File: config.mk
export PLATFORM = sky130hd
export DESIGN_NAME = progSequencer
export DESIGN_NICKNAME = d
export VERILOG_FILES = /design/src/logic/cpuPkg.sv /design/src/logic/progSequencer.sv
export SDC_FILE = /design/constraint.sdc
export NUM_CORES = 1
export LEC_CHECK = 0
export ABC_AREA = 1
export BUFFER_PORTS_ARGS = -buffer_cell sky130_fd_sc_hd__buf_2
export CORE_MARGIN = 2
export CORE_UTILIZATION = 45
export CTS_CLUSTER_DIAMETER = 100
export DETAILED_ROUTE_END_ITERATION = 7
export HOLD_SLACK_MARGIN = 0.05
export PLACE_DENSITY = 0.75
export SYNTH_ARGS = -nofsm -noshare
export SYNTH_HDL_FRONTEND = slang
export SYNTH_SLANG_ARGS = --single-unit
File: constraint.sdc
create_clock -name CLK -period 1.5 [get_ports CLK]
set_input_delay 0.3 -clock CLK [delete_from_list [all_inputs] [get_ports CLK]]
set_output_delay 0.3 -clock CLK [all_outputs]
set_load 0.005 [all_outputs]
File: src/logic/cpuPkg.sv
package cpuPkg;

    // Data path and instruction widths
    localparam int dataWidth = 8;
    localparam int opWidth = 4;
    localparam int irqCount = 2;

    // Every data, address and ROM value
    typedef logic [dataWidth-1:0] byteT;

    // Bus address while nothing is addressed
    localparam byteT idleBusAddr = 8'hFF;
    // ROM cells holding the thread start addresses
    localparam byteT irqVector0 = 8'hFF;
    localparam byteT irqVector1 = 8'hFE;

    // Lower instruction nibble, code F is left unused
    typedef enum logic [opWidth-1:0] {
        readA = 4'h0, readB = 4'h1, writeA = 4'h2, writeB = 4'h3,
        mathsA = 4'h4, mathsB = 4'h5, branchIf = 4'h6, goTo = 4'h7,
        endThread = 4'h8, call = 4'h9, ret = 4'hA,
        derefA = 4'hB, derefB = 4'hC, loadImmA = 4'hD, loadImmB = 4'hE
    } opcodeT;

    // Upper instruction nibble, selects the ALU function
    typedef enum logic [opWidth-1:0] {
        aluAdd = 4'h0, aluSub = 4'h1, aluMul = 4'h2, aluShl = 4'h3,
        aluShr = 4'h4, aluIncA = 4'h5, aluIncB = 4'h6, aluDecA = 4'h7,
        aluDecB = 4'h8, aluEq = 4'h9, aluGt = 4'hA, aluLt = 4'hB
    } aluOpT;

    // Controller states, upper nibble groups them by instruction
    typedef enum logic [7:0] {
        chooseOp = 8'h00,
        readToA = 8'h10, readToB = 8'h11, readAddr = 8'h12,
        readLoad = 8'h13, readSettle = 8'h14,
        writeMemA = 8'h20, writeMemB = 8'h21, writeStrobe = 8'h22,
        mathsToA = 8'h30, mathsToB = 8'h31, mathsSettle = 8'h32,
        branchTest = 8'h40, branchTake = 8'h41, branchSettle = 8'h42,
        gotoFetch = 8'h50, gotoLoad = 8'h51, gotoSettle = 8'h52,
        callSave = 8'h60, retWait = 8'h61, retLoad = 8'h62, retSettle = 8'h63,
        derefToA = 8'h70, derefToB = 8'h71, derefAddr = 8'h72,
        derefLoad = 8'h73, derefSettle = 8'h74,
        loadImmToA = 8'h80, loadImmToB = 8'h81, loadImmSettle = 8'h82,
        idle = 8'hF0, threadStart0 = 8'hF1, threadStart1 = 8'hF2, threadStart2 = 8'hF3
    } stateT;

    // Program counter actions
    typedef enum logic [2:0] {
        pcHold, pcPlusOne, pcPlusTwo, pcLoadRom, pcLoadContext, pcLoadVector
    } pcOpT;

    // Register load sources
    typedef enum logic [1:0] {
        srcBus, srcAlu, srcRom
    } regSrcT;

    // Bus address sources
    typedef enum logic [1:0] {
        addrIdle, addrRom, addrRegA, addrRegB
    } busAddrSelT;

    // Control word issued by the FSM every cycle
    typedef struct packed {
        pcOpT pcOp;
        logic fetchOffset;
        logic saveContext;
        logic loadA;
        logic loadB;
        regSrcT regSrc;
        busAddrSelT busAddrSel;
        logic busWrite;
        logic writeFromB;
        byteT vector;
    } ctrlT;

endpackage

File: src/logic/progSequencer.sv
`timescale 1ns/1ps

module progSequencer import cpuPkg::*; (
    input logic CLK,
    input logic RESET,
    input ctrlT ctrl,
    input byteT romData,
    output byteT romAddr
);

    // Program counter
    byteT pc;
    // Points the ROM at the operand byte
    logic fetchOffset;
    // Return address saved by a call
    byteT savedContext;

    // ROM address is the instruction or its operand
    assign romAddr = pc + {{(dataWidth-1){1'b0}}, fetchOffset};

    //////////////////////////////////////////////////////////////////////////////
    // Counter update
    //////////////////////////////////////////////////////////////////////////////

    always_ff @(posedge CLK) begin
        if (RESET) begin
            pc <= '0;
            fetchOffset <= 1'b0;
            savedContext <= '0;
        end else begin
            fetchOffset <= ctrl.fetchOffset;
            // Call saves the address after its two bytes
            if (ctrl.saveContext) begin
                savedContext <= pc + byteT'(2);
            end
            case (ctrl.pcOp)
                pcPlusOne: pc <= pc + byteT'(1);
                pcPlusTwo: pc <= pc + byteT'(2);
                // Jump target or thread start read from ROM
                pcLoadRom: pc <= romData;
                pcLoadContext: pc <= savedContext;
                // Interrupt vector cell
                pcLoadVector: pc <= ctrl.vector;
                default: pc <= pc;
            endcase
        end
    end

    // Only one call level so a return never overlaps a save
    noSaveOnReturn: assert property (
        @(posedge CLK) disable iff (RESET)
        !(ctrl.saveContext && ctrl.pcOp == pcLoadContext)
    );

endmodule

# ---- Word-level counts from Yosys, hierarchy flattened
# Cells that the tools add are included.
# W data, S select, Z words.
dict set report classes {
  addsub 3
  n_eq_ne 5
  mux 1
  n_reduce_logical 1
}
# operator count
set op_table {}
lappend op_table {{$pmux W8 S5} 1}
lappend op_table {{$add A8 B1 Y8} 1}
lappend op_table {{$add A8 B1 Y8 const B} 1}
lappend op_table {{$add A8 B2 Y8 const B} 1}
lappend op_table {{$eq A3 B2 Y1 const B} 2}
lappend op_table {{$eq A3 B3 Y1 const B} 2}
lappend op_table {{$reduce_bool A5 Y1} 1}
lappend op_table {{$eq A3 B1 Y1 const B} 1}
dict set report word_totals {
  reg_bits 17
  inputBits 31
  elab_cells 13
}

# ---- Depth between registers and ports, before layout
dict set report logic_depth {
  ltp_word 2
  mapped_depth 10
  ltp_nobuf 10
}

# ---- Least setup slack after synthesis
# No wires, ideal clock.
dict set report synth_path {
  path_kind {register to output}
  from {register pc[2]}
  to {output romAddr[5]}
  t_arrival_ps 1265
  t_required_ps 1200
  slack_ps -65
  path_stages_with_launch 7
  path_cell_list {dfxtp_1 > ha_1 > nand2_1 > inv_1 > nand2_1 > xnor2_2 > mux2_2}
}
dict set report synth_between {
  elab_chain_cells 1
}
# item line
set synth_rtl {}
lappend synth_rtl {{start: declaration} progSequencer.sv:12} ;# byteT pc;
lappend synth_rtl {{start signal: assignment} progSequencer.sv:37} ;# pcPlusOne: pc <= pc + byteT'(1);
lappend synth_rtl {{start signal: assignment} progSequencer.sv:38} ;# pcPlusTwo: pc <= pc + byteT'(2);
lappend synth_rtl {{start signal: assignment} progSequencer.sv:40} ;# pcLoadRom: pc <= romData;
lappend synth_rtl {{$add A8 B1 Y8} progSequencer.sv:19} ;# assign romAddr = pc + {{(dataWidth-1){1'b0}}, fetchOffset};
lappend synth_rtl {{end: declaration} progSequencer.sv:8} ;# output byteT romAddr
# Every way passes these cells.

# ---- Worst setup path in the final report
dict set report layout_path {
  from {register pc[1]}
  to {output romAddr[5]}
}
# Same word-level chain as after synthesis.

==> flow_summary_export.csv <==
group,metric,value,unit
outcome,status,"complete, but fails checks",
outcome,violations,"setup timing",
setup_path,path_max_fanout,2,
setup_path,start_kind,"flop",
yosys,syn_nets,231,
yosys,synth_compound_area_share,14.1,%
yosys,muxShareOfSynthArea,0.908,%
placement,gp_congestion,0.806,
yosys,netlist_instances,196,
yosys,synth-seq-cells,17,
yosys,yosysWarningCount,0,
grt,grt_use_total,21.4,%
hold_path,hold_path_depth,3,
final_layout,final_nets,277,
drt,ant_nets,0,
final_layout,final_common_cell,"nand2_1",
yosys,yosysSeqAreaShare,27.4,%
flow_run,drv_cap,0,
clock_network,cts-htree-levels,1,
grt,grt_pass1_vias,1302,
yosys,synth_top_family_by_area,"simple AND/OR/NAND/NOR gates",
floorplanning,fp.dieArea,0.00319,mm²
sta,setup_slack,-0.299,ns
drt,vias,1375,
setup_path,critPathArrivalTime,1.50,ns
sta,timing.hold.ws,0.207,ns
hold_path,hold_path_class,"input port to flop",
floorplanning,initial_utilization,46.2,%
yosys,synth_cell_type_count,27,
drt,dr.first_iter.drc_count,52,
final_layout,final_cell_mix,"48 x nand2_1, 29 x buf_2, 20 x inv_1, 20 x nor2_1, 17 x o21ai_0",
clock_network,cts_root_buf,"clkbuf_4",
placement,hpwl,2420,µm
setup_path,end_kind,"primary output",
yosys,syn-cell-area,0.00124,mm²
floorplanning,die_h,56.5,µm
sta,final-hold-violation-count,0,
drt,drt-pass1-iter-count,4,
final_layout,drive_gt1_share,34.4,%
placement,io_buffers,30,
floorplanning,rows,19,
clock_network,cts_hold_buf,0,
sta,max_freq,0.556,GHz
grt,grt_max_degree,13,
floorplanning,dieWidth,56.5,µm
final_layout,final_util,61.8,%
setup_path,r2r-end,"pc[7]",
clock_network,cts_tree,"built",
clock_network,cts_made_buffers,3,
hold_path,hold_end,"fetchOffset",
floorplanning,pin_count,39,
yosys,synth_xor_xnor_area_share,5.55,%
setup_path,path_class,"flop to primary output",
drt,drc,0,
yosys,synth_simple_gate_area_share,38.2,%
yosys,synth-adder-area-share,4.04,%
drt,drt-total-wl,3190,µm
final_layout,syn2layout_area_growth,33.9,%
clock_network,path_clk_slew,0.10,ns
power,peakVddDrop,0.577,mV
grt,grt_pass1_wl,5490,µm
setup_path,r2r_cells,12,
drt,routed_via_density,5.06,
power,power.density,652,mW/mm²
clock_network,cts.sinks,17,
setup_path,worstPathRequired,1.20,ns
setup_path,reg2reg_from,"pc[1]",
sta,skew,0.00124,ns
clock_network,insertion_delay,0.28,ns
power,leakagePower,0.869,nW
sta,drv_slew,0,
drt,post_drt_wl_per_cell,11.7,µm
sta,worstMarginPinSlew,0.258,ns
final_layout,fin_cells,272,
grt,antenna_found_initial,0,
grt,gr-total-overflow,0,
setup_path,rrSetupSlack,0.05,ns
sta,period_minus_slack,1.80,ns
floorplanning,core_area,0.00269,mm²
clock_network,clockBufferDepth,2,
hold_path,hp-start,"ctrl[17]",
sta,relSlewSlack,82.8,%
sta,setup_viol,6,
sta,rsz0062_at_grt,"yes",
final_layout,diodes,0,
placement,place_inst,265,
final_layout,fillers,247,
yosys,syn-mean-instance-area,6.33,µm²
sta,post-route-period-util,120,%
[power by group]
part | switching [W] | internal, W | leakage (nW) | total, W
Sequential | 0.0000289 | 0.000488 | 0.142 | 0.000517
Combinational | 0.000176 | 0.000145 | 0.712 | 0.000321
Clock | 0.000141 | 0.000103 | 0.0150 | 0.000244
Total | 0.000346 | 0.000736 | 0.869 | 0.00108
[cells in the mapped netlist]
| cell | count | area share [%] |
|---|---|---|
| nand2_1 | 53 | 16 |
| inv_1 | 22 | 6.7 |
| nor2_1 | 22 | 6.7 |
| o21ai_0 | 19 | 7.7 |
| dfxtp_1 | 17 | 27 |
| nand3_1 | 11 | 4.4 |
| a21oi_1 | 10 | 4.0 |
| nand4_1 | 7 | 3.5 |
| inv_2 | 6 | 1.8 |
| xor2_1 | 5 | 3.5 |
| ha_1 | 4 | 4.0 |
| clkbuf_1 | 2 | 0.61 |
| nand2_2 | 2 | 1.0 |
| nand2_4 | 2 | 1.8 |
| nand3b_1 | 2 | 1.2 |
| a21oi_2 | 1 | 0.71 |
| a31oi_1 | 1 | 0.50 |
| buf_4 | 1 | 0.61 |
| mux2_2 | 1 | 0.91 |
| nand3_2 | 1 | 0.81 |
| nand3_4 | 1 | 1.4 |
| nor2_4 | 1 | 0.91 |
| nor3_1 | 1 | 0.40 |
| o21a_1 | 1 | 0.61 |
| o21bai_1 | 1 | 0.61 |
| xnor2_1 | 1 | 0.71 |
| xnor2_2 | 1 | 1.3 |
[routing by layer]
metal	share of wire, %	GRT usage [%]	up-vias
li1	-	-	723
met1	47	27.4	617
met2	48	38.2	29
met3	3.2	1.38	6
met4	1.3	6.12	0
met5	0	0	-
[final cells by class]
cell class | instances | area (µm²) | share of cell area, %
Clock buffer | 4 | 26.3 | 1.58
Inverter | 28 | 105 | 6.33
Multi-Input combinational cell | 148 | 871 | 52.4
Sequential cell | 17 | 347 | 20.9
Tap cell | 31 | 38.8 | 2.34
Timing Repair Buffer | 44 | 273 | 16.4
[through the flow]
step	cell area [µm²]	setup slack (ns)	total power [W]	TNS, ns
final	1660	-0.299	0.00108	-1.21
after global routing	1660	-0.335	0.00115	-1.56
after CTS	1630	-0.269	0.00107	-1.00
after detailed placement	1500	-0.0208	0.000813	-0.0208
after global placement	1500	0.0130	0.000807	0
after floorplan	1240	0.0130	0.000693	0
[repair_timing]
item,4_1_cts,5_1_grt
pin swaps,5,6
setup endpoints to repair,7,8
gates resized for setup,21,8
buffers inserted,3,1
[sequential cells by signal (all words and copies together), names as in the netlist]
signal        flops
pc                8
savedContext      8
fetchOffset       1
[how the worst max path moves through the flow]
stage	from	to	depth (start not counted)	slack (ns)
global route	pc[1]	romAddr[5]	7	-0.33
CTS	pc[1]	romAddr[5]	7	-0.27
global placement	pc[1]	romAddr[5]	7	0.01
floorplan	pc[2]	romAddr[5]	6	0.01
detailed placement	pc[1]	romAddr[5]	7	-0.02
finish	pc[1]	romAddr[5]	7	-0.30
[cell families (layout without fill, tap and decap cells)]
kind of cell               after synthesis  count (layout)
AOI/OAI and AO/OA                       33              33
xor gates and xnor gates                 7               7
adders and majority gates                4               4
buffers and inverters                   31              76
DFF                                     17              17
muxes                                    1               1
and+or+nand+nor                        103             103
[worst max-delay path, cell delays in order (launching register included)]
cell and delay, ns:
dfxtp_2 0.38, ha_4 0.15, nand2_2 0.06, inv_2 0.06, nand2_2 0.06, xnor2_2 0.13, mux2_4 0.26, buf_6 0.11
Note: power is estimated with default switching activity, not from simulation.
