$ cat src/logic/cpuPkg.sv
package cpuPkg;

    // Data path and instruction widths
    localparam int dataWidth = 8;
    localparam int opWidth = 4;
    localparam int irqCount = 2;

    // Every data, address and ROM value
    typedef logic [dataWidth-1:0] byteT;

    // Bus address while nothing is addressed
    localparam byteT idleBusAddr = 8'hFF;
    // ROM cells holding the thread start addresses
    localparam byteT irqVector0 = 8'hFF;
    localparam byteT irqVector1 = 8'hFE;

    // Lower instruction nibble, code F is left unused
    typedef enum logic [opWidth-1:0] {
        readA = 4'h0, readB = 4'h1, writeA = 4'h2, writeB = 4'h3,
        mathsA = 4'h4, mathsB = 4'h5, branchIf = 4'h6, goTo = 4'h7,
        endThread = 4'h8, call = 4'h9, ret = 4'hA,
        derefA = 4'hB, derefB = 4'hC, loadImmA = 4'hD, loadImmB = 4'hE
    } opcodeT;

    // Upper instruction nibble, selects the ALU function
    typedef enum logic [opWidth-1:0] {
        aluAdd = 4'h0, aluSub = 4'h1, aluMul = 4'h2, aluShl = 4'h3,
        aluShr = 4'h4, aluIncA = 4'h5, aluIncB = 4'h6, aluDecA = 4'h7,
        aluDecB = 4'h8, aluEq = 4'h9, aluGt = 4'hA, aluLt = 4'hB
    } aluOpT;

    // Controller states, upper nibble groups them by instruction
    typedef enum logic [7:0] {
        chooseOp = 8'h00,
        readToA = 8'h10, readToB = 8'h11, readAddr = 8'h12,
        readLoad = 8'h13, readSettle = 8'h14,
        writeMemA = 8'h20, writeMemB = 8'h21, writeStrobe = 8'h22,
        mathsToA = 8'h30, mathsToB = 8'h31, mathsSettle = 8'h32,
        branchTest = 8'h40, branchTake = 8'h41, branchSettle = 8'h42,
        gotoFetch = 8'h50, gotoLoad = 8'h51, gotoSettle = 8'h52,
        callSave = 8'h60, retWait = 8'h61, retLoad = 8'h62, retSettle = 8'h63,
        derefToA = 8'h70, derefToB = 8'h71, derefAddr = 8'h72,
        derefLoad = 8'h73, derefSettle = 8'h74,
        loadImmToA = 8'h80, loadImmToB = 8'h81, loadImmSettle = 8'h82,
        idle = 8'hF0, threadStart0 = 8'hF1, threadStart1 = 8'hF2, threadStart2 = 8'hF3
    } stateT;

    // Program counter actions
    typedef enum logic [2:0] {
        pcHold, pcPlusOne, pcPlusTwo, pcLoadRom, pcLoadContext, pcLoadVector
    } pcOpT;

    // Register load sources
    typedef enum logic [1:0] {
        srcBus, srcAlu, srcRom
    } regSrcT;

    // Bus address sources
    typedef enum logic [1:0] {
        addrIdle, addrRom, addrRegA, addrRegB
    } busAddrSelT;

    // Control word issued by the FSM every cycle
    typedef struct packed {
        pcOpT pcOp;
        logic fetchOffset;
        logic saveContext;
        logic loadA;
        logic loadB;
        regSrcT regSrc;
        busAddrSelT busAddrSel;
        logic busWrite;
        logic writeFromB;
        byteT vector;
    } ctrlT;

endpackage

$ cat src/logic/controlFsm.sv
`timescale 1ns/1ps

module controlFsm import cpuPkg::*; (
    input logic CLK,
    input logic RESET,
    input byteT romData,
    input byteT aluResult,
    input logic [irqCount-1:0] irqRaise,
    output logic [irqCount-1:0] irqAck,
    output ctrlT ctrl
);

    stateT state;
    stateT nextState;
    // Target register of read and dereference, 1 selects B
    logic regSel;
    logic nextRegSel;
    logic [irqCount-1:0] nextAck;
    opcodeT opcode;

    // Lower nibble of the current ROM byte
    assign opcode = opcodeT'(romData[opWidth-1:0]);

    //////////////////////////////////////////////////////////////////////////////
    // State and acknowledge registers
    //////////////////////////////////////////////////////////////////////////////

    always_ff @(posedge CLK) begin
        if (RESET) begin
            state <= chooseOp;
            regSel <= 1'b0;
            irqAck <= '0;
        end else begin
            state <= nextState;
            regSel <= nextRegSel;
            irqAck <= nextAck;
        end
    end

    //////////////////////////////////////////////////////////////////////////////
    // Next state and control word
    //////////////////////////////////////////////////////////////////////////////

    always_comb begin
        nextState = state;
        nextRegSel = regSel;
        nextAck = '0;
        // Quiet control word by default
        ctrl.pcOp = pcHold;
        ctrl.fetchOffset = 1'b0;
        ctrl.saveContext = 1'b0;
        ctrl.loadA = 1'b0;
        ctrl.loadB = 1'b0;
        ctrl.regSrc = srcBus;
        ctrl.busAddrSel = addrIdle;
        ctrl.busWrite = 1'b0;
        ctrl.writeFromB = 1'b0;
        ctrl.vector = irqVector0;

        case (state)
            // Wait for an interrupt, line 0 wins
            idle: begin
                if (irqRaise[0]) begin
                    nextState = threadStart0;
                    nextAck = 2'b01;
                    ctrl.pcOp = pcLoadVector;
                    ctrl.vector = irqVector0;
                end else if (irqRaise[1]) begin
                    nextState = threadStart0;
                    nextAck = 2'b10;
                    ctrl.pcOp = pcLoadVector;
                    ctrl.vector = irqVector1;
                end
            end
            threadStart0: nextState = threadStart1;
            // ROM now shows the thread start address
            threadStart1: begin
                nextState = threadStart2;
                ctrl.pcOp = pcLoadRom;
            end

            // Decode and point the ROM at the operand byte
            chooseOp: begin
                ctrl.fetchOffset = 1'b1;
                case (opcode)
                    readA: nextState = readToA;
                    readB: nextState = readToB;
                    writeA: nextState = writeMemA;
                    writeB: nextState = writeMemB;
                    mathsA: nextState = mathsToA;
                    mathsB: nextState = mathsToB;
                    branchIf: nextState = branchTest;
                    goTo: nextState = gotoFetch;
                    endThread: nextState = idle;
                    call: nextState = callSave;
                    ret: nextState = retWait;
                    derefA: nextState = derefToA;
                    derefB: nextState = derefToB;
                    loadImmA: nextState = loadImmToA;
                    loadImmB: nextState = loadImmToB;
                    // Code F parks the machine here
                    default: ctrl.fetchOffset = 1'b0;
                endcase
            end

            //////////////////////////////////////////////////////////////////////////////
            // Memory read
            readToA, readToB: begin
                nextState = readAddr;
                nextRegSel = (state == readToB);
                ctrl.fetchOffset = 1'b1;
            end
            // Operand byte becomes the bus address
            readAddr: begin
                nextState = readLoad;
                ctrl.busAddrSel = addrRom;
            end
            // Read data is on the bus this cycle
            readLoad: begin
                nextState = readSettle;
                ctrl.loadA = !regSel;
                ctrl.loadB = regSel;
                ctrl.pcOp = pcPlusTwo;
            end

            // Memory write, strobe lands in writeStrobe
            writeMemA, writeMemB: begin
                nextState = writeStrobe;
                ctrl.busAddrSel = addrRom;
                ctrl.busWrite = 1'b1;
                ctrl.writeFromB = (state == writeMemB);
                ctrl.pcOp = pcPlusTwo;
            end

            // ALU result was registered during chooseOp
            mathsToA, mathsToB: begin
                nextState = mathsSettle;
                ctrl.regSrc = srcAlu;
                ctrl.loadA = (state == mathsToA);
                ctrl.loadB = (state == mathsToB);
                ctrl.pcOp = pcPlusOne;
            end

            //////////////////////////////////////////////////////////////////////////////
            // Branch on nonzero compare
            branchTest: begin
                if (aluResult != '0) begin
                    nextState = branchTake;
                    ctrl.fetchOffset = 1'b1;
                end else begin
                    nextState = branchSettle;
                    ctrl.pcOp = pcPlusTwo;
                end
            end
            branchTake: begin
                nextState = branchSettle;
                ctrl.pcOp = pcLoadRom;
            end

            // Goto and call share the jump
            gotoFetch: begin
                nextState = gotoLoad;
                ctrl.fetchOffset = 1'b1;
            end
            callSave: begin
                nextState = gotoLoad;
                ctrl.fetchOffset = 1'b1;
                ctrl.saveContext = 1'b1;
            end
            gotoLoad: begin
                nextState = gotoSettle;
                ctrl.pcOp = pcLoadRom;
            end
            retWait: nextState = retLoad;
            retLoad: begin
                nextState = retSettle;
                ctrl.pcOp = pcLoadContext;
            end

            //////////////////////////////////////////////////////////////////////////////
            // Dereference through A or B
            derefToA, derefToB: begin
                nextState = derefAddr;
                nextRegSel = (state == derefToB);
            end
            derefAddr: begin
                nextState = derefLoad;
                ctrl.busAddrSel = regSel ? addrRegB : addrRegA;
            end
            derefLoad: begin
                nextState = derefSettle;
                ctrl.loadA = !regSel;
                ctrl.loadB = regSel;
                ctrl.pcOp = pcPlusOne;
            end

            // Immediate is the operand byte
            loadImmToA, loadImmToB: begin
                nextState = loadImmSettle;
                ctrl.regSrc = srcRom;
                ctrl.loadA = (state == loadImmToA);
                ctrl.loadB = (state == loadImmToB);
                ctrl.pcOp = pcPlusTwo;
            end

            // Let the new address settle
            threadStart2, readSettle, writeStrobe, mathsSettle, branchSettle,
            gotoSettle, retSettle, derefSettle, loadImmSettle: begin
                nextState = chooseOp;
            end
            default: nextState = idle;
        endcase
    end

    // Priority logic serves a single line at a time
    ackNotTwoHot: assert property (
        @(posedge CLK) disable iff (RESET) $onehot0(irqAck)
    );

endmodule

$ cat config.mk
export PLATFORM = sky130hd
export DESIGN_NAME = controlFsm
export DESIGN_NICKNAME = d
export VERILOG_FILES = /design/src/logic/cpuPkg.sv /design/src/logic/controlFsm.sv
export SDC_FILE = /design/constraint.sdc
export NUM_CORES = 1
export LEC_CHECK = 0
export BUFFER_PORTS_ARGS = -buffer_cell sky130_fd_sc_hd__buf_2
export CAP_MARGIN = 40
export CORE_MARGIN = 2
export CORE_UTILIZATION = 40
export DETAILED_ROUTE_END_ITERATION = 16
export PLACE_DENSITY = 0.65
export SLEW_MARGIN = 20
export SYNTH_ARGS = -nofsm -noshare
export SYNTH_HDL_FRONTEND = slang
export SYNTH_SLANG_ARGS = --single-unit
$ cat constraint.sdc
create_clock -name CLK -period 3.9 [get_ports CLK]
set_input_delay 0 -clock CLK [delete_from_list [all_inputs] [get_ports CLK]]
set_output_delay 0 -clock CLK [all_outputs]
set_load 0.1 [all_outputs]
Yosys cells after proc, flatten, opt, wreduce, memory -nomap -nowiden:

Index checks and enable logic that the tools add are counted.

* eq/ne operators: 49
* multiplexer cells: 24
* bitwise logic cells: 1
* reductions and logical operators: 22

Operators by type and width (number)
* $pmux W8 S20: 1
* $eq A8 B7 Y1 const B: 15
* $pmux W8 S15: 1
* $eq A8 B8 Y1 const B: 7
* $eq A8 B6 Y1 const B: 6
* $eq A8 B5 Y1 const B: 5
* $eq A4 B4 Y1 const B: 7
* $mux W8: 3
* $pmux W3 S6: 1
* $eq A4 B3 Y1 const B: 4
* $ne A16 B1 Y1 const B: 1
* $reduce_or A2 Y1: 8
* $reduce_or A15 Y1: 1
* $reduce_or A3 Y1: 4
* $reduce_or A9 Y1: 1
* $eq A4 B2 Y1 const B: 2
* $logic_not A8 Y1: 1
* $mux W2: 4
* $pmux W2 S2: 2
* $reduce_bool A8 Y1: 1
* $mux W1: 7
* $mux W3: 2
* $pmux W2 S3: 1
* $reduce_or A5 Y1: 1
* 10 further kinds: 10

* register bits after elaboration: 11
* input port bits: 20
* output and inout port bits: 23

Depth between registers and ports, before layout:

Gate-level depths: netlist of run 1.

* depth in word-level cells: 4
* gate-level depth with buffers: 7
* depth with buffers taken out: 5

Least setup slack after synthesis of run 1:

OpenSTA, ideal clock, no wires.

* path type: register to output
* start point: register state[4]
* end point: output ctrl[10] (netlist name)
* data arrival time: 4619 ps
* data required time: 3900 ps
* setup slack: -719 ps
* stages on the path, launching flop included: 5
* buffers on the path: 1
* cells stage by stage: dfxtp_1 > buf_2 > nand3_1 > nor4_1 > a211o_1

RTL lines
* start: declaration: line controlFsm.sv:13 `stateT state;`
* start signal: assignment: line controlFsm.sv:30 `state <= chooseOp;`
* start signal: assignment: line controlFsm.sv:34 `state <= nextState;`
* end: declaration: line controlFsm.sv:10 `output ctrlT ctrl`

==> impl_metrics.csv, run 1 <==
group,metric,value,unit
placed_design,dp_cells,248,
power,p_sw,828.3,uW
drt,ant_nets,0,
cts,cts_sinks,10,
cts,clockBufferDepth,2,
cts,post_cts_resized,0,
drt,drt_iter0_markers,122,
synth,netlist_area,0.001290,mm^2
sta,rsz0062_at_grt,"no",
placed_design,io_buffers,31,
grt,grt_antenna_before_repair,0,
critical_path,critPathKind,"flop to output pin",
power,combPwrFrac,0.721,
floorplanning,top_level_ports,43,
final_layout,n_antenna_cell,0,
sta,hold_viol,0,
grt,gr-total-overflow,0,
grt,grt_start_max_net_pins,28,
power,max-vdd-ir-drop,0.5539,mV
cts,cts_tree,"yes",
floorplanning,rows,20,
power,power_density,887.0,mW/mm^2
placed_design,globalplace.congestion,0.8414,
critical_path,critPathArrivalTime,2.56,ns
cts,cts_setup_buffers,0,
synth,ys_seq_elements,10,
drt,routedWlPerCell,13.67,um
synth,syn_inst,189,
cts,clk_pin_slew,0.06,ns
synth,ys_top_cells_by_area,"dfxtp_1 (16%), nor2_1 (6.4%), o21ai_0 (5.4%)",
grt,grt_pass1_wl,5.678,mm
synth,synth-seq-area-share,0.1552,
cts,root_buffer,"clkbuf_4",
cts,numCtsBuffers,3,
critical_path,startpoint_type,"flop",
final_layout,finish.utilization,0.4791,
sta,layout_min_cycle_time,2.561,ns
critical_path,slowest_stage,"dfxtp_1",
job,maxCapViolations,0,
final_layout,stdcell_count,254,
drt,remaining_drc_errors,0,
sta,finalSetupTns,0,ns
run_status,status,"completed",
sta,fmax,390.5,MHz
placed_design,placed_area,0.001401,mm^2
power,p_seq_frac,0.210,
synth,synthArstFlopShare,0,
placed_design,dp_hpwl,2.604,mm
critical_path,crit_path_max_fanout,24,
floorplanning,die_x,60.79,um
critical_path,endpoint_kind,"output pin",
drt,num_vias,1437,
floorplanning,dieArea,0.003695,mm^2
grt,grt.total_usage,0.1997,
final_layout,area_delta_synth_final,13.38,%
cts,cts_hold_buf,1,
floorplanning,die_h,60.79,um
sta,period_share,0.6566,
sta,worstMarginPinSlew,0.8266,ns
sta,setup_viol_count_final,0,
final_layout,layout-drive-gt1-share,0.2381,
cts,worstSkewPairLatency,0.26,ns
power,pwr-share-clk,0.069,
power,swShare,0.6384,
synth,yosysMostFrequentCell,"nor2_1",
drt,wirelength,3.473,mm
power,internal-power,469.1,uW
min_path,hold_class,"input port to flop",
floorplanning,start_util,0.4225,
floorplanning,core_region_area,0.003053,mm^2
critical_path,crit_chain,"nand2b_4 -> or4_4 -> nor2_1 -> a21oi_1 -> o21ai_0 -> buf_2",
critical_path,required,3.90,ns
synth,synth_top_area_cell,"dfxtp_1",
synth,ys.flop_type,"dfxtp_1",
final_layout,stdcell_area,0.001463,mm^2
drt,viasPerCell,5.657,
power,leakage,0.0005845,uW
drt,firstDrtPassIters,4,
critical_path,slowest_delay,0.86,ns
synth,synth_edf_count,0,
final_layout,nets,231,
grt,grt_pass1_vias,1169,
synth,ys_top_cells_by_count,"nor2_1 (22), o21ai_0 (14), nor3_1 (11)",
sta,relSlewSlack,0.4482,
cts,htree_levels,1,
synth,ys_warn_count,0,
synth,synth.top_cell.area_share,0.1552,
sta,slew_violations,0,
sta,finalClockSkew,0.005976,ns
synth,yosys.cell_types.count,51,
synth,avgSynthCellArea,6.825,um^2
==> per-stage QoR <==
stage          total power, uW  hold slack [ns]  worst slack (ns)
2_1_floorplan             1050          0.06687            0.3120
3_3_place_gp              1189           0.2349             1.624
3_5_place_dp              1194           0.2332             1.638
4_1_cts                   1289          0.01833             1.321
5_1_grt                   1393          0.01420             1.182
6_report                  1297          0.02420             1.339
==> cells in the final DEF (no fill, tap or decap), drive strengths merged, types with 2 or more instances in the layout <==
cell type / instances
xor2: 2
clkbuf: 4
nand3b: 5
nor4b: 2
and2: 2
nand2b: 7
buf: 32
nand2: 10
or3b: 2
and3: 3
or2: 5
o21ai: 14
a211o: 2
dfxtp: 10
o22ai: 5
nor3: 11
o21a: 2
or4: 5
nor2: 23
a21oi: 8
nand3: 6
conb: 7
or3: 2
xnor2: 2
nor2b: 6
nor4: 8
a31oi: 4
nand4: 3
==> power groups by stage <==
stage / sequential [uW] / clock (uW) / combinational (uW)
after detailed placement: 287 / 0 / 907
after floorplan: 169 / 0 / 881
after global routing: 286 / 99.8 / 1010
after global placement: 287 / 0 / 902
after CTS: 286 / 93.0 / 910
final: 272 / 90.1 / 935
==> critical path, delay by kind of cell, from the launching register on <==
| family | cells | cell delay (ns) |
|---|---|---|
| AOI/OAI and AO/OA | 2 | 0.13 |
| buffers and inverters | 1 | 0.44 |
| and+or+nand+nor | 3 | 0.87 |
| DFF | 1 | 0.86 |
==> path summary, 6_finish.rpt <==
path	start	end	slack (ns)	depth (start not counted)
worst max-delay path	state[4]	ctrl[18]	1.34	6
worst min-delay path	irqRaise[0]	irqAck[0]	0.02	2
worst max register to register	state[0]	state[6]	1.76	5
worst min register to register	regSel	regSel	0.56	2
==> routing by layer <==
metal  up-vias  wire length [um]  global-route usage
met5         -                 0                   0
met2        54              1638              0.3180
met1       648              1622              0.2971
li1        733                 -                   -
met3         2               193             0.02772
met4         0                19             0.01863
==> flip-flops by register name (all words and copies together), names as in the netlist <==
register  cells
state         7
irqAck        2
regSel        1
==> cell families after synthesis <==
group	count (synthesis)	synth area share
AND/OR/NAND/NOR	103	0.4627
AO/OA/AOI/OAI	47	0.2425
buffers and inverters	23	0.1018
flip-flops	10	0.1552
XOR/XNOR	4	0.02716
multiplexers	1	0.007760
other	1	0.002907
==> final cells by class <==
class                           instances  area [um^2]
Timing Repair Buffer                   33        180.2
Inverter                                1        3.754
Fill cell                             359         1590
Clock buffer                            4        36.28
Multi-Input combinational cell        162        987.2
Tap cell                               44        55.05
Sequential cell                        10        200.2
(Power assumes the default switching activity.)
==> run 2: changes to the inputs <==
Settings changed: PLACE_DENSITY 0.65 to 0.67.
Clock period 3.9 ns to 2.1 ns, I/O delays scaled along.
==> impl_metrics.csv, run 2 (same netlist as run 1, synthesis figures left out) <==
group,metric,value,unit
drt,drt_iter0_markers,95,
sta,fmax,495.1,MHz
sta,finalClockSkew,0.01199,ns
placed_design,dp_cells,259,
drt,firstDrtPassIters,5,
sta,setup_viol_count_final,0,
final_layout,layout_common_cells,"buf_2 (22), nor2_1 (19), buf_4 (12)",
grt,grt_start_max_net_pins,17,
critical_path,endpoint_kind,"output pin",
drt,routedWlPerCell,14.87,um
final_layout,nets,242,
drt,wirelength,3.925,mm
final_layout,stdcell_count,264,
drt,remaining_drc_errors,0,
cts,htree_levels,1,
cts,worstSkewPairLatency,0.26,ns
drt,num_vias,1561,
drt,ant_nets,0,
grt,grt_antenna_before_repair,0,
final_layout,largest_reg_flops,7,
sta,slew_violations,0,
placed_design,dp_hpwl,2.983,mm
critical_path,startpoint_type,"flop",
cts,root_buffer,"clkbuf_4",
final_layout,fillers,313,
critical_path,required,2.10,ns
critical_path,crit_chain,"buf_4 -> or4_4 -> nor2_4 -> nor2_1 -> o211ai_1 -> clkbuf_16",
power,max-vdd-ir-drop,1.054,mV
cts,clk_pin_slew,0.06,ns
sta,period_share,0.9618,
cts,cts_tree,"yes",
sta,rsz0062_at_grt,"no",
floorplanning,top_level_ports,43,
cts,clockBufferDepth,2,
power,p_total,2812,uW
floorplanning,rows,20,
grt,grt_pass1_wl,6.506,mm
sta,layout_min_cycle_time,2.020,ns
critical_path,slowest_delay,0.53,ns
sta,worstMarginPinSlew,0.5432,ns
grt,grt.total_usage,0.2321,
grt,grt_pass1_vias,1359,
min_path,hold_class,"input port to flop",
job,maxCapViolations,0,
critical_path,crit_path_max_fanout,11,
cts,cts_sinks,10,
power,power_density,1618,mW/mm^2
sta,relSlewSlack,0.6346,
floorplanning,core_region_area,0.003053,mm^2
final_layout,layout_commonest_cell,"buf_2",
cts,numCtsBuffers,3,
final_layout,n_antenna_cell,0,
run_status,status,"completed",
critical_path,critPathKind,"flop to output pin",
placed_design,io_buffers,31,
final_layout,layout-drive-gt1-share,0.3455,
final_layout,area_delta_synth_final,34.72,%
power,leakage,0.0006748,uW
grt,gr-total-overflow,0,
sta,hold_viol,0,
drt,viasPerCell,5.913,
floorplanning,dieArea,0.003695,mm^2
floorplanning,start_util,0.4225,
floorplanning,die_h,60.79,um
final_layout,largest-register,"state",
floorplanning,die_x,60.79,um
critical_path,slowest_stage,"or4_4",
placed_design,globalplace.congestion,0.9343,
final_layout,top_regs,"state (7), irqAck (2), regSel (1)",
critical_path,critPathArrivalTime,2.02,ns
[run 2: changes by cell type in the layout (fill, tap and decap cells not counted), sizes merged]
cell  before  now
buf       32   42
[run 2: metal layers]
metal	up-vias	global-route usage	routed length, um
met3	6	0.05330	330
met2	68	0.3656	1898
li1	760	-	-
met4	0	0.05901	49
met1	727	0.3202	1646
met5	-	0	0
[run 2: layout make-up]
class | instances | area, um^2 | area share
repair buffers | 44 | 386.6 | 0.2225
inverters | 1 | 3.754 | 0.002160
flip-flops and latches | 10 | 206.4 | 0.1188
clock buffers | 3 | 22.52 | 0.01296
multi-input cells | 162 | 1064 | 0.6119
well taps | 44 | 55.05 | 0.03168
[run 2: repair_timing]
item / in CTS / in global routing
setup buffers: 0 / 1
resized for setup: 3 / 3
pin swaps: 0 / 2
endpoints found under the setup margin: 2 / 2
hold buffers: 1 / 0
hold endpoints to repair: 3 / 0
[run 2: path summary, 6_finish.rpt]
| check | cells past startpoint | to | slack [ns] | from |
|---|---|---|---|---|
| max | 6 | ctrl[19] | 0.08 | state[1] |
| min | 2 | irqAck[0] | 0.04 | irqRaise[0] |
| max reg2reg | 6 | state[6] | 0.16 | state[0] |
| min reg2reg | 2 | regSel | 0.59 | regSel |
[run 2: power by group]
part           leakage (uW)  total [uW]  switching, uW  internal [uW]
Sequential        0.0000836         361            104            257
Combinational      0.000577        2330           1520            803
Clock             0.0000138         124           58.7           65.8
Total              0.000675        2810           1690           1130
[run 2: through the flow]
stage	utilization	hold WS, ns	TNS, ns	setup slack [ns]	instance area, um^2
2_1_floorplan	-	0.06500	-0.9504	-0.3625	1410
3_3_place_gp	0.5492	0.2520	0	0.2566	1677
3_5_place_dp	0.5492	0.2517	0	0.2526	1677
4_1_cts	0.5635	0.03511	0	0.02475	1720
5_1_grt	0.5693	0.04038	0	0.004644	1738
6_report	0.5693	0.04087	0	0.08012	1738
[run 2: worst max-delay path: cells and delay by family, from the launching register on]
family	cells	cell delay [ns]
AO/OA/AOI/OAI	1	0.14
buffers and inverters	2	0.45
flip-flops	1	0.36
AND/OR/NAND/NOR	3	0.80
