`src/logic/cpuPkg.sv`:
```
package cpuPkg;

    // Data path and instruction widths
    localparam int dataWidth = 8;
    localparam int opWidth = 4;
    localparam int irqCount = 2;

    // Every data, address and ROM value
    typedef logic [dataWidth-1:0] byteT;

    // Bus address while nothing is addressed
    localparam byteT idleBusAddr = 8'hFF;
    // ROM cells holding the thread start addresses
    localparam byteT irqVector0 = 8'hFF;
    localparam byteT irqVector1 = 8'hFE;

    // Lower instruction nibble, code F is left unused
    typedef enum logic [opWidth-1:0] {
        readA = 4'h0, readB = 4'h1, writeA = 4'h2, writeB = 4'h3,
        mathsA = 4'h4, mathsB = 4'h5, branchIf = 4'h6, goTo = 4'h7,
        endThread = 4'h8, call = 4'h9, ret = 4'hA,
        derefA = 4'hB, derefB = 4'hC, loadImmA = 4'hD, loadImmB = 4'hE
    } opcodeT;

    // Upper instruction nibble, selects the ALU function
    typedef enum logic [opWidth-1:0] {
        aluAdd = 4'h0, aluSub = 4'h1, aluMul = 4'h2, aluShl = 4'h3,
        aluShr = 4'h4, aluIncA = 4'h5, aluIncB = 4'h6, aluDecA = 4'h7,
        aluDecB = 4'h8, aluEq = 4'h9, aluGt = 4'hA, aluLt = 4'hB
    } aluOpT;

    // Controller states, upper nibble groups them by instruction
    typedef enum logic [7:0] {
        chooseOp = 8'h00,
        readToA = 8'h10, readToB = 8'h11, readAddr = 8'h12,
        readLoad = 8'h13, readSettle = 8'h14,
        writeMemA = 8'h20, writeMemB = 8'h21, writeStrobe = 8'h22,
        mathsToA = 8'h30, mathsToB = 8'h31, mathsSettle = 8'h32,
        branchTest = 8'h40, branchTake = 8'h41, branchSettle = 8'h42,
        gotoFetch = 8'h50, gotoLoad = 8'h51, gotoSettle = 8'h52,
        callSave = 8'h60, retWait = 8'h61, retLoad = 8'h62, retSettle = 8'h63,
        derefToA = 8'h70, derefToB = 8'h71, derefAddr = 8'h72,
        derefLoad = 8'h73, derefSettle = 8'h74,
        loadImmToA = 8'h80, loadImmToB = 8'h81, loadImmSettle = 8'h82,
        idle = 8'hF0, threadStart0 = 8'hF1, threadStart1 = 8'hF2, threadStart2 = 8'hF3
    } stateT;

    // Program counter actions
    typedef enum logic [2:0] {
        pcHold, pcPlusOne, pcPlusTwo, pcLoadRom, pcLoadContext, pcLoadVector
    } pcOpT;

    // Register load sources
    typedef enum logic [1:0] {
        srcBus, srcAlu, srcRom
    } regSrcT;

    // Bus address sources
    typedef enum logic [1:0] {
        addrIdle, addrRom, addrRegA, addrRegB
    } busAddrSelT;

    // Control word issued by the FSM every cycle
    typedef struct packed {
        pcOpT pcOp;
        logic fetchOffset;
        logic saveContext;
        logic loadA;
        logic loadB;
        regSrcT regSrc;
        busAddrSelT busAddrSel;
        logic busWrite;
        logic writeFromB;
        byteT vector;
    } ctrlT;

endpackage

```
`src/logic/aluUnit.sv`:
```
`timescale 1ns/1ps

module aluUnit import cpuPkg::*; (
    input logic CLK,
    input logic RESET,
    input byteT a,
    input byteT b,
    input aluOpT op,
    output byteT result
);

    byteT nextResult;

    //////////////////////////////////////////////////////////////////////////////
    // Operation select
    //////////////////////////////////////////////////////////////////////////////

    always_comb begin
        case (op)
            aluAdd: nextResult = a + b;
            aluSub: nextResult = a - b;
            // Low byte of the product only
            aluMul: nextResult = a * b;
            aluShl: nextResult = a << 1;
            aluShr: nextResult = a >> 1;
            aluIncA: nextResult = a + byteT'(1);
            aluIncB: nextResult = b + byteT'(1);
            aluDecA: nextResult = a - byteT'(1);
            aluDecB: nextResult = b - byteT'(1);
            // Compares give a plain 1 or 0 for the branch test
            aluEq: nextResult = (a == b) ? byteT'(1) : byteT'(0);
            aluGt: nextResult = (a > b) ? byteT'(1) : byteT'(0);
            aluLt: nextResult = (a < b) ? byteT'(1) : byteT'(0);
            // Unassigned codes pass A through
            default: nextResult = a;
        endcase
    end

    // One cycle from operands to result
    always_ff @(posedge CLK) begin
        if (RESET) begin
            result <= '0;
        end else begin
            result <= nextResult;
        end
    end

    // Registers and ROM opcode must be resolved once out of reset
    resultKnown: assert property (
        @(posedge CLK) disable iff (RESET) !$isunknown(result)
    );

endmodule

```
`config.mk`:
```
export PLATFORM = sky130hd
export DESIGN_NAME = aluUnit
export DESIGN_NICKNAME = d
export VERILOG_FILES = /design/src/logic/cpuPkg.sv /design/src/logic/aluUnit.sv
export SDC_FILE = /design/constraint.sdc
export NUM_CORES = 1
export LEC_CHECK = 0
export ABC_AREA = 1
export BUFFER_PORTS_ARGS = -buffer_cell sky130_fd_sc_hd__buf_2
export CORE_ASPECT_RATIO = 1.25
export CORE_MARGIN = 2
export CORE_UTILIZATION = 60
export DETAILED_ROUTE_END_ITERATION = 6
export HOLD_SLACK_MARGIN = 0.03
export PLACE_DENSITY = 0.77
export SKIP_LAST_GASP = 1
export SYNTH_ARGS = -nofsm -noshare
export SYNTH_HDL_FRONTEND = slang
export SYNTH_SLANG_ARGS = --single-unit
```
`constraint.sdc`:
```
create_clock -name CLK -period 6.9 [get_ports CLK]
set_input_delay 1.38 -clock CLK [delete_from_list [all_inputs] [get_ports CLK]]
set_output_delay 1.38 -clock CLK [all_outputs]
set_load 0.1 [all_outputs]
```
# == After elaboration in Yosys (flattened, before gate mapping) ==
# Index checks and enable logic that the tools add are counted.
# classes
n_eq_ne,12
n_addsub,6
mux,4
order_cmp,2
reduce_logical,1
mul,1
# op_table
op,count
8-bit one-hot mux with 12 select lines,1
8-bit by 1-bit adder with 8-bit output (second input constant),2
4-bit by 3-bit == test with 1-bit output (second input constant),4
4-bit == test (second input constant),4
8-bit by 1-bit subtractor with 8-bit output (second input constant),2
8-bit adder,1
4-bit by 2-bit == test with 1-bit output (second input constant),2
8-bit == test,1
8-bit greater-than comparator,1
8-bit less-than comparator,1
8-bit by 8-bit multiplier with 8-bit output,1
8-bit subtractor,1
4-bit by 1-bit == test with 1-bit output (second input constant),1
4-bit logical NOT,1
1-bit 2-to-1 mux,3
# totals
in_bits,22
wordCells,27
register_bits,8

# == Longest topological paths before layout ==
# Gate-level depths: netlist of the first run.
# logic_depth
ltp_word,3
mapped_depth,25

# == Worst setup path after synthesis of the first run ==
# Ideal clock, no wire load.
# synth_path
kind,in2reg
startpoint,input a[1]
endpoint,register result[7]
setup_time_ns,0.117
stages,22
slack_ns,2.140
arrival_time_ns,4.643
path_buffers,1
required_ns,6.783
path_cell_list,buf_6 -> nand2_1 -> inv_1 -> fa_1 -> inv_1 -> fa_1 -> fa_1 -> fa_1 -> inv_1 -> ha_1 -> a21oi_1 -> nand3_1 -> nand2_1 -> inv_1 -> nand2_1 -> nand2_1 -> inv_1 -> nand3_1 -> nand3_1 -> nand2_1 -> nor2_1 -> nor2_1
# synth_between
elab_chain_len,2
elab_cells_between_ends,6
cone_classes,add/sub (4); mul (1); mux (1)
# synth_lines
item,line,text
start: declaration,aluUnit.sv:6,"input byteT a,"
"8-bit by 8-bit multiplier with 8-bit output, or another cell as far along",aluUnit.sv:23,aluMul: nextResult = a * b;
8-bit one-hot mux with 12 select lines (*),aluUnit.sv:19,case (op)
end signal: assignment,aluUnit.sv:44,result <= nextResult;
end: declaration,aluUnit.sv:9,output byteT result
# Mark *: on every way between the ends. The rest lies on a longest branch, timed or not.
# A chain may end at the register's enable or synchronous reset.

# == Final worst setup path of the first run ==
# layout_path
startpoint,input a[3]
endpoint,register result[7]
# The elaborated chain is that of the path after synthesis.

==> metrics.md, run 1 <==
| Metric | Value |
|---|---|
| Status | finished, final reports clean |
| Switching part of the total | 53.8% |
| Synthesized area per cell | 6.10 µm² |
| First-pass GRT wire length | approximately 13,000 µm |
| Comb pwr share | 73.7% |
| CP Data Required Time | around 7 ns |
| Worst-Margin Slew | approximately 0.53 ns |
| Maximum VDD drop | 169 µV |
| Antenna violations before repair | 0 |
| CTS Hold Bufs | 0 |
| Most frequent cells in the layout | nand2_1, inv_1, ha_1 |
| Vias in the first global route | between 2k and 3k |
| Final setup TNS | 0 ns |
| Die Ht | a little over 80 µm |
| CTS max path bufs | 2 |
| # Post-CTS Setup Buffers | 0 |
| Layout area overhead | 6.62% |
| Slew headroom | 64.5% |
| CTS tree | done |
| ANT nets after route | 0 |
| Drt pass-1 iters | 5 |
| Post-synth EDFFs | 0 |
| Biggest register | result |
| Iter 0 DRT Violations | 216 |
| Most common cell after layout, fill and taps aside | nand2_1 |
| Startpoint class of the critical path | input pin |
| Resized cells post-CTS | 0 |
| CTS Buf Count | 3 |
| Asr flop ratio synth | 0% |
| Clk root buf | clkbuf_8 |
| Largest net degree at the start of global routing | 16 |
| DRC | 0 |
| Die W | roughly 66 µm |
| Post-synthesis cell type count | 35 |
| Reg area | 160 µm² |
| Crit. End Element | flop |
| N_diodes | 0 |
| Avg WL per Cell | 14.8 µm |
| Crit-path max FO | 13 |
| #FFs+latches synth | 8 |
| Post-route worst setup slack | 1.91 ns |
| Nets@finish | 572 |
| DP HPWL | between 6000 and 7000 µm |
| Yosys warnings | 0 |
| Pwr dens | approximately 130 nW/µm² |
| Share of layout cells above drive strength 1 | 10.2% |
| Mapped Area | 2850 µm² |
| Global route overflow | 0 |
| Final-report hold violation count | 0 |
| Core Footprint | ~4700 µm² |
| Fin cells | between 500 and 600 |
| Fillers | 510 |
| Period utilization | 72.3% |
| Slew Viols, Final | 0 |
| Die ar. | 5330 µm² |
| Leakage | 1.84 nW |
| Placed Cells | 548 |
| Largest register FFs | 8 |
| Final Setup Violations | 0 |
| Initial core utilization | 61.3% |
| Sw Pwr | 0.220 mW |
| Register area share after synthesis | 5.61% |
| Synth Net Count | 547 |
| RSZ-0062 raised after global routing | false |
| Post-Place Cell Area | 3000 µm² |
| Multi-input gate area | 2230 µm² |
| Via Count | a little over 3k |
| Share of power burned in registers | 12.8% |
| Clock Sinks | 8 |
| Site Rows | 28 |
| Port-buffer cells | 29 |
| Final WL | 8180 µm |
| WS Path Type | in2reg |
| Dpl ws | 1.69 ns |
| Synth Flop Type | dfxtp_1 |
| Worst-path clk slew | 0.04 ns |
| Mapped Cells | 468 |
| Worst Hold Class | in2reg |
| Internal | between 0.15 and 0.2 mW |
| Max capacitance violation total | 0 |
| GRT Resource Usage Total | around a third |
| Power share of the clock group | a little over an eighth |
| H-Tree Depth | 1 |
| Final Critical Period | 4.99 ns |
| Regs by FF count | result (8) |
| Worst EP arrival | 5.10 ns |
| Vias per cell | 5.56 |
| Max Fclk | around 200 MHz |
| I/O pin count | 30 |
| Design area | 3040 µm² |
| GP Congestion | about 1.0 |
## worst paths after layout
check | end | from | cells after the start | slack (ns)
hold / removal | result[4] | RESET | 2 | 1.36
setup / recovery | result[7] | a[3] | 23 | 1.91
## critical path, stage by stage
cell,delay (ns)
buf_2,0.25
ha_1,0.19
inv_1,0.05
fa_1,0.50
inv_1,0.04
ha_1,0.26
inv_1,0.05
fa_1,0.50
fa_1,0.55
inv_1,0.04
ha_1,0.33
a21oi_1,0.21
nand3_1,0.09
nand2_1,0.09
inv_1,0.05
nand2_1,0.05
nand2_1,0.06
inv_1,0.05
nand3_1,0.06
nand3_1,0.09
nand2_1,0.05
nor2_1,0.10
nor2_1,0.04
## cell usage after synthesis, types with 2 or more instances
library cell	instances	share of area [%]
a21oi_1	30	5.3
buf_6	4	1.6
nand2_1	120	16
inv_1	98	13
dfxtp_1	8	5.6
xor2_1	5	1.5
fa_1	15	11
a41oi_1	3	0.92
nand3_1	31	5.4
nor2_2	4	0.88
buf_2	4	0.70
nand4_1	4	0.88
nor3_1	3	0.53
nand2_2	3	0.66
xnor2_1	8	2.5
o21ai_1	2	0.35
a221oi_1	4	1.2
inv_2	6	0.79
ha_1	42	18
nor2_1	33	4.3
o21ai_0	21	3.7
nand3_2	2	0.70
o211ai_1	3	0.79
o22ai_1	2	0.44
nand3b_1	3	0.79
## cells by family (layout without fill, tap and decap cells)
group / after synthesis / after routing / share of synthesized area [%]
buf+inv: 113 / 136 / 16.2
xor+xnor: 13 / 13 / 3.99
compound gates: 72 / 72 / 14.8
fa+ha+maj: 57 / 57 / 28.9
flops: 8 / 8 / 5.61
simple gates: 205 / 205 / 30.4
## per-layer routing
layer  GRT usage [%]  share of wire, %  vias to the layer above
met1            35.1                39                     1410
li1                -                 -                     1531
met2            61.8                51                       93
met3            3.74               5.4                       28
met4            11.3               4.6                        0
met5               0                 0                        -
## power by group through the flow
stage          sequential, mW  combinational [mW]  clock [mW]
2_1_floorplan          0.0884               0.193           0
3_3_place_gp           0.0529               0.292           0
3_5_place_dp           0.0531               0.298           0
4_1_cts                0.0523               0.299      0.0561
5_1_grt                0.0527               0.336      0.0598
6_report               0.0523               0.301      0.0549
## layout make-up
| class | count | area share, % |
|---|---|---|
| flip-flops and latches | 8 | 5.26 |
| multi-input cells | 347 | 73.3 |
| well taps | 60 | 2.47 |
| inverters | 104 | 12.8 |
| clock buffers | 3 | 1.36 |
| repair buffers | 29 | 4.77 |
## through the flow
| stage | util (%) | hold slack, ns | power [mW] |
|---|---|---|---|
| floorplan | - | 1.45 | 0.281 |
| global placement | 64.4 | 1.59 | 0.345 |
| detailed placement | 64.4 | 1.59 | 0.351 |
| CTS | 65.3 | 1.36 | 0.408 |
| global route | 65.3 | 1.37 | 0.448 |
| finish | 65.3 | 1.36 | 0.408 |
Power figures use the tool's default switching activity.
==> run 2, diff against run 1 <==
==> constraint.sdc (replaced) <==
create_clock -name CLK -period 5.2 [get_ports CLK]
set_input_delay 1.04 -clock CLK [delete_from_list [all_inputs] [get_ports CLK]]
set_output_delay 1.04 -clock CLK [all_outputs]
set_load 0.1 [all_outputs]
==> metrics.md, run 2 (synthesized netlist as in run 1, its figures left out) <==
| Metric | Value |
|---|---|
| Status | finished, final reports clean |
| Vias in the first global route | 3,052 |
| ANT nets after route | 0 |
| Post-Place Cell Area | just over 3000 µm² |
| DRC | 0 |
| DP HPWL | 6820 µm |
| Clk root buf | clkbuf_8 |
| Crit path cell chain | buf_2 > ha_1 > inv_1 > fa_1 > inv_1 > ha_1 > inv_1 > fa_1 > fa_1 > inv_1 > ha_1 > a21oi_1 > nand3_1 > nand2_1 > inv_1 > nand2_1 > nand2_1 > inv_1 > nand3_1 > nand3_1 > nand2_1 > nor2_1 > nor2_1 |
| Reg area | 160 µm² |
| Design area | 3070 µm² |
| Fillers | 491 |
| Port-buffer cells | 29 |
| Slew headroom | between 60% and 70% |
| CTS Hold Bufs | 0 |
| Iter 0 DRT Violations | 147 |
| Worst-Margin Slew | between 0.5 and 0.6 ns |
| H-Tree Depth | 1 |
| Clock Sinks | 8 |
| Nets@finish | around 580 |
| Hold EP | result[4] |
| Layout area overhead | 7.67% |
| Final-report hold violation count | 0 |
| Via Count | slightly above 3k |
| Worst Hold Launch | RESET |
| Slew Viols, Final | 0 |
| Crit. End Element | flop |
| Die Ht | 81.1 µm |
| Biggest register | result |
| GRT Resource Usage Total | 33.7% |
| CP peak stage delay | 0.54 ns |
| Final WL | 8270 µm |
| Share of layout cells above drive strength 1 | 10.9% |
| Final setup TNS | 0 ns |
| N_diodes | 0 |
| Max Fclk | approximately 220 MHz |
| GP Congestion | 1.05 |
| Die W | 65.7 µm |
| CP Data Required Time | about 5.3 ns |
| Max capacitance violation total | 0 |
| Startpoint class of the critical path | input pin |
| WP buf/inv | 7 |
| WS Path Type | in2reg |
| Vias per cell | around 5.5 |
| # Post-CTS Setup Buffers | 0 |
| I/O pin count | 30 |
| Core Footprint | 4660 µm² |
| Most frequent cells in the layout | nand2_1, inv_1, ha_1 |
| Resized cells post-CTS | 0 |
| CTS Buf Count | 3 |
| Avg WL per Cell | 14.9 µm |
| Drt pass-1 iters | 4 |
| Most common cell after layout, fill and taps aside | nand2_1 |
| Final Setup Violations | 0 |
| Crit-path max FO | 13 |
| Period utilization | around 90% |
| Global route overflow | 0 |
| Final Critical Period | roughly 4.6 ns |
| Slowest-stage cell, CP | fa_1 |
| Largest net degree at the start of global routing | 14 |
| Antenna violations before repair | 0 |
| Most used cell along the critical path | inv_1 |
| CTS max path bufs | 2 |
| Worst EP arrival | 4.76 ns |
| WHS Path Cells | 2 |
| Die ar. | 5330 µm² |
| Worst-path clk slew | 0.04 ns |
| Site Rows | 28 |
| CP delay by family, top | adder cells |
| Regs by FF count | result (8) |
| CTS tree | done |
| Multi-input gate area | between 2000 and 2500 µm² |
| Worst Hold Class | in2reg |
| Leakage | about 1.9 nW |
| RSZ-0062 raised after global routing | false |
| Maximum VDD drop | roughly 200 µV |
| Largest register FFs | 8 |
| Initial core utilization | 61.3% |
| First-pass GRT wire length | 13,800 µm |
| Pwr dens | 178 nW/µm² |
-- run 2: changes by cell type in the layout (fill, tap and decap cells not counted), sizes merged --
cell / before / now
buf: 29 / 33
-- run 2: worst max path at each step --
| stage | from | endpoint | slack, ns | cells after the start |
|---|---|---|---|---|
| floorplan | a[1] | result[7] | 0.78 | 22 |
| global placement | a[3] | result[7] | 0.44 | 23 |
| detailed placement | a[3] | result[7] | 0.34 | 23 |
| CTS | a[3] | result[7] | 0.58 | 23 |
| global route | a[3] | result[7] | 0.30 | 23 |
| finish | a[3] | result[7] | 0.55 | 23 |
-- run 2: routing by layer --
layer	GRT usage [%]	up-vias	share of wire, %
met4	14.2	0	4.7
met1	39.9	1392	41
met3	2.35	24	4.2
li1	-	1545	-
met5	0	-	0
met2	62.0	85	50
-- run 2: per-stage QoR --
stage	hold WS, ns	instances	setup slack, ns	utilization [%]	power, mW
floorplan	1.11	468	0.780	-	0.373
global placement	1.26	552	0.437	65.1	0.459
detailed placement	1.26	552	0.340	65.1	0.466
CTS	1.02	555	0.576	66.0	0.545
global route	1.03	555	0.303	66.0	0.603
finish	1.03	555	0.554	66.0	0.546
-- run 2: final cells by class --
cell class	instances	area share (%)
clock buffer	3	1.34
inverter	104	12.7
multi-input combinational	347	72.6
sequential	8	5.21
tap	60	2.44
timing repair buffer	33	5.70
-- run 2: report_power, final --
| part | switching, mW | internal [mW] | total, mW |
|---|---|---|---|
| registers | 0.00144 | 0.0680 | 0.0694 |
| logic | 0.266 | 0.135 | 0.400 |
| clock network | 0.0255 | 0.0503 | 0.0757 |
==> run 3, diff against run 2 <==
--- a/config.mk
+++ b/config.mk
@@ -8,7 +8,7 @@
 export ABC_AREA = 1
 export BUFFER_PORTS_ARGS = -buffer_cell sky130_fd_sc_hd__buf_2
 export CORE_ASPECT_RATIO = 1.25
-export CORE_MARGIN = 2
+export CORE_MARGIN = 3
 export CORE_UTILIZATION = 60
 export DETAILED_ROUTE_END_ITERATION = 6
 export HOLD_SLACK_MARGIN = 0.03
==> metrics.md, run 3 (synthesized netlist as in run 1, its figures left out) <==
| Metric | Value |
|---|---|
| Internal | 0.252 mW |
| Post-route worst setup slack | between 0.7 and 0.8 ns |
| Regs by FF count | result (8) |
| Global route overflow | 0 |
| Clk root buf | clkbuf_8 |
| Max capacitance violation total | 0 |
| ANT nets after route | 0 |
| Iter 0 DRT Violations | between 150 and 200 |
| Maximum VDD drop | 197 µV |
| Reg area | 160 µm² |
| Power share of the clock group | about 14% |
| Vias per cell | between 5 and 6 |
| DRC | 0 |
| I/O pin count | 30 |
| WS Path Type | in2reg |
| Die W | 67.7 µm |
| Worst Hold Class | in2reg |
| Biggest register | result |
| H-Tree Depth | 1 |
| Site Rows | 27 |
| Initial core utilization | 63.5% |
| Worst EP arrival | 4.61 ns |
| Most common cell after layout, fill and taps aside | nand2_1 |
| Comb pwr share | 72.5% |
| N_diodes | 0 |
| RSZ-0062 raised after global routing | false |
| Die Ht | 83.1 µm |
| Crit-path max FO | 7 |
| WP buf/inv | 7 |
| Largest net degree at the start of global routing | 16 |
| GRT Resource Usage Total | 30.2% |
| Final Critical Period | 4.48 ns |
| Final Setup Violations | 0 |
| Most frequent cells in the layout | nand2_1, inv_1, ha_1 |
| Final setup TNS | 0 ns |
| Slew headroom | 63.1% |
| Share of layout cells above drive strength 1 | 10.7% |
| Startpoint class of the critical path | input pin |
| # Post-CTS Setup Buffers | 0 |
| Worst Hold Launch | RESET |
| Pwr dens | about 180 nW/µm² |
| Period utilization | 86.1% |
| DP HPWL | ~6700 µm |
| CP delay by family, top | adder cells |
| Final-report hold violation count | 0 |
| Slowest-stage cell, CP | fa_1 |
| Antenna violations before repair | 0 |
| GP Congestion | between 0.9 and 1 |
| Leakage | 1.86 nW |
| Resized cells post-CTS | 0 |
| Slew Viols, Final | 0 |
| Multi-input gate area | 2230 µm² |
| Worst-Margin Slew | about 0.55 ns |
| Die ar. | 5630 µm² |
| CP peak stage delay | 0.54 ns |
| Nets@finish | roughly 580 |
| Share of power burned in registers | 12.9% |
| Fillers | 420 |
| Crit. End Element | flop |
| Status | finished, final reports clean |
| Sw Pwr | roughly 0.29 mW |
| Clock Sinks | 8 |
| CTS Buf Count | 3 |
| Largest register FFs | 8 |
| Drt pass-1 iters | 4 |
| Dpl ws | 0.466 ns |
| Crit path cell chain | buf_2 > ha_1 > inv_1 > fa_1 > inv_1 > ha_1 > inv_1 > fa_1 > fa_1 > inv_1 > ha_1 > a21oi_1 > nand3_1 > nand2_1 > inv_1 > nand2_1 > nand2_1 > inv_1 > nand3_1 > nand3_1 > nand2_1 > nor2_1 > nor2_1 |
| CTS max path bufs | 2 |
| Final design utilization | 68.2% |
| Max Fclk | around 220 MHz |
| Switching part of the total | about 54% |
| Layout area overhead | 7.32% |
| Worst-path clk slew | 0.05 ns |
| CTS Hold Bufs | 0 |
| Avg WL per Cell | approximately 15 µm |
| Core Footprint | about 4500 µm² |
| CP Data Required Time | between 5 and 6 ns |
| Final WL | 8150 µm |
| Port-buffer cells | 29 |
| Crit. Startpoint | b[3] |
| CTS tree | done |
| Vias in the first global route | 2,903 |
| Via Count | 3,087 |
| Most used cell along the critical path | inv_1 |
| First-pass GRT wire length | roughly 13,000 µm |
-- run 3: changes by cell type in the layout (fill, tap and decap cells not counted), sizes merged --
cell	delta
buf	-1
-- run 3: area by class of cell --
type | count | share of cell area [%]
multi-input cells | 347 | 72.8
flip-flops and latches | 8 | 5.23
clock buffers | 3 | 1.35
repair buffers | 32 | 5.47
inverters | 104 | 12.7
well taps | 58 | 2.37
-- run 3: metrics by stage --
step                instances  area (µm²)  total power [mW]  hold WS (ns)
detailed placement        549        3020             0.460          1.27
floorplan                 468        2850             0.373          1.11
global route              552        3060             0.598          1.04
CTS                       552        3060             0.542          1.03
global placement          549        3020             0.455          1.27
finish                    552        3060             0.543          1.03
-- run 3: power by group through the flow --
stage	combinational, mW	clock, mW	sequential (mW)
2_1_floorplan	0.256	0	0.117
3_3_place_gp	0.384	0	0.0711
3_5_place_dp	0.389	0	0.0709
4_1_cts	0.393	0.0785	0.0702
5_1_grt	0.446	0.0812	0.0709
6_report	0.394	0.0789	0.0703
-- run 3: worst paths after layout --
kind,to,cells past startpoint
hold / removal,result[4],2
setup / recovery,result[7],23
-- run 3: layer usage --
layer	routed length [µm]	global-route usage [%]	up-vias
met5	0	0	-
met4	278	10.1	0
met3	537	2.57	22
met2	4010	52.7	115
met1	3320	37.4	1410
li1	-	-	1540
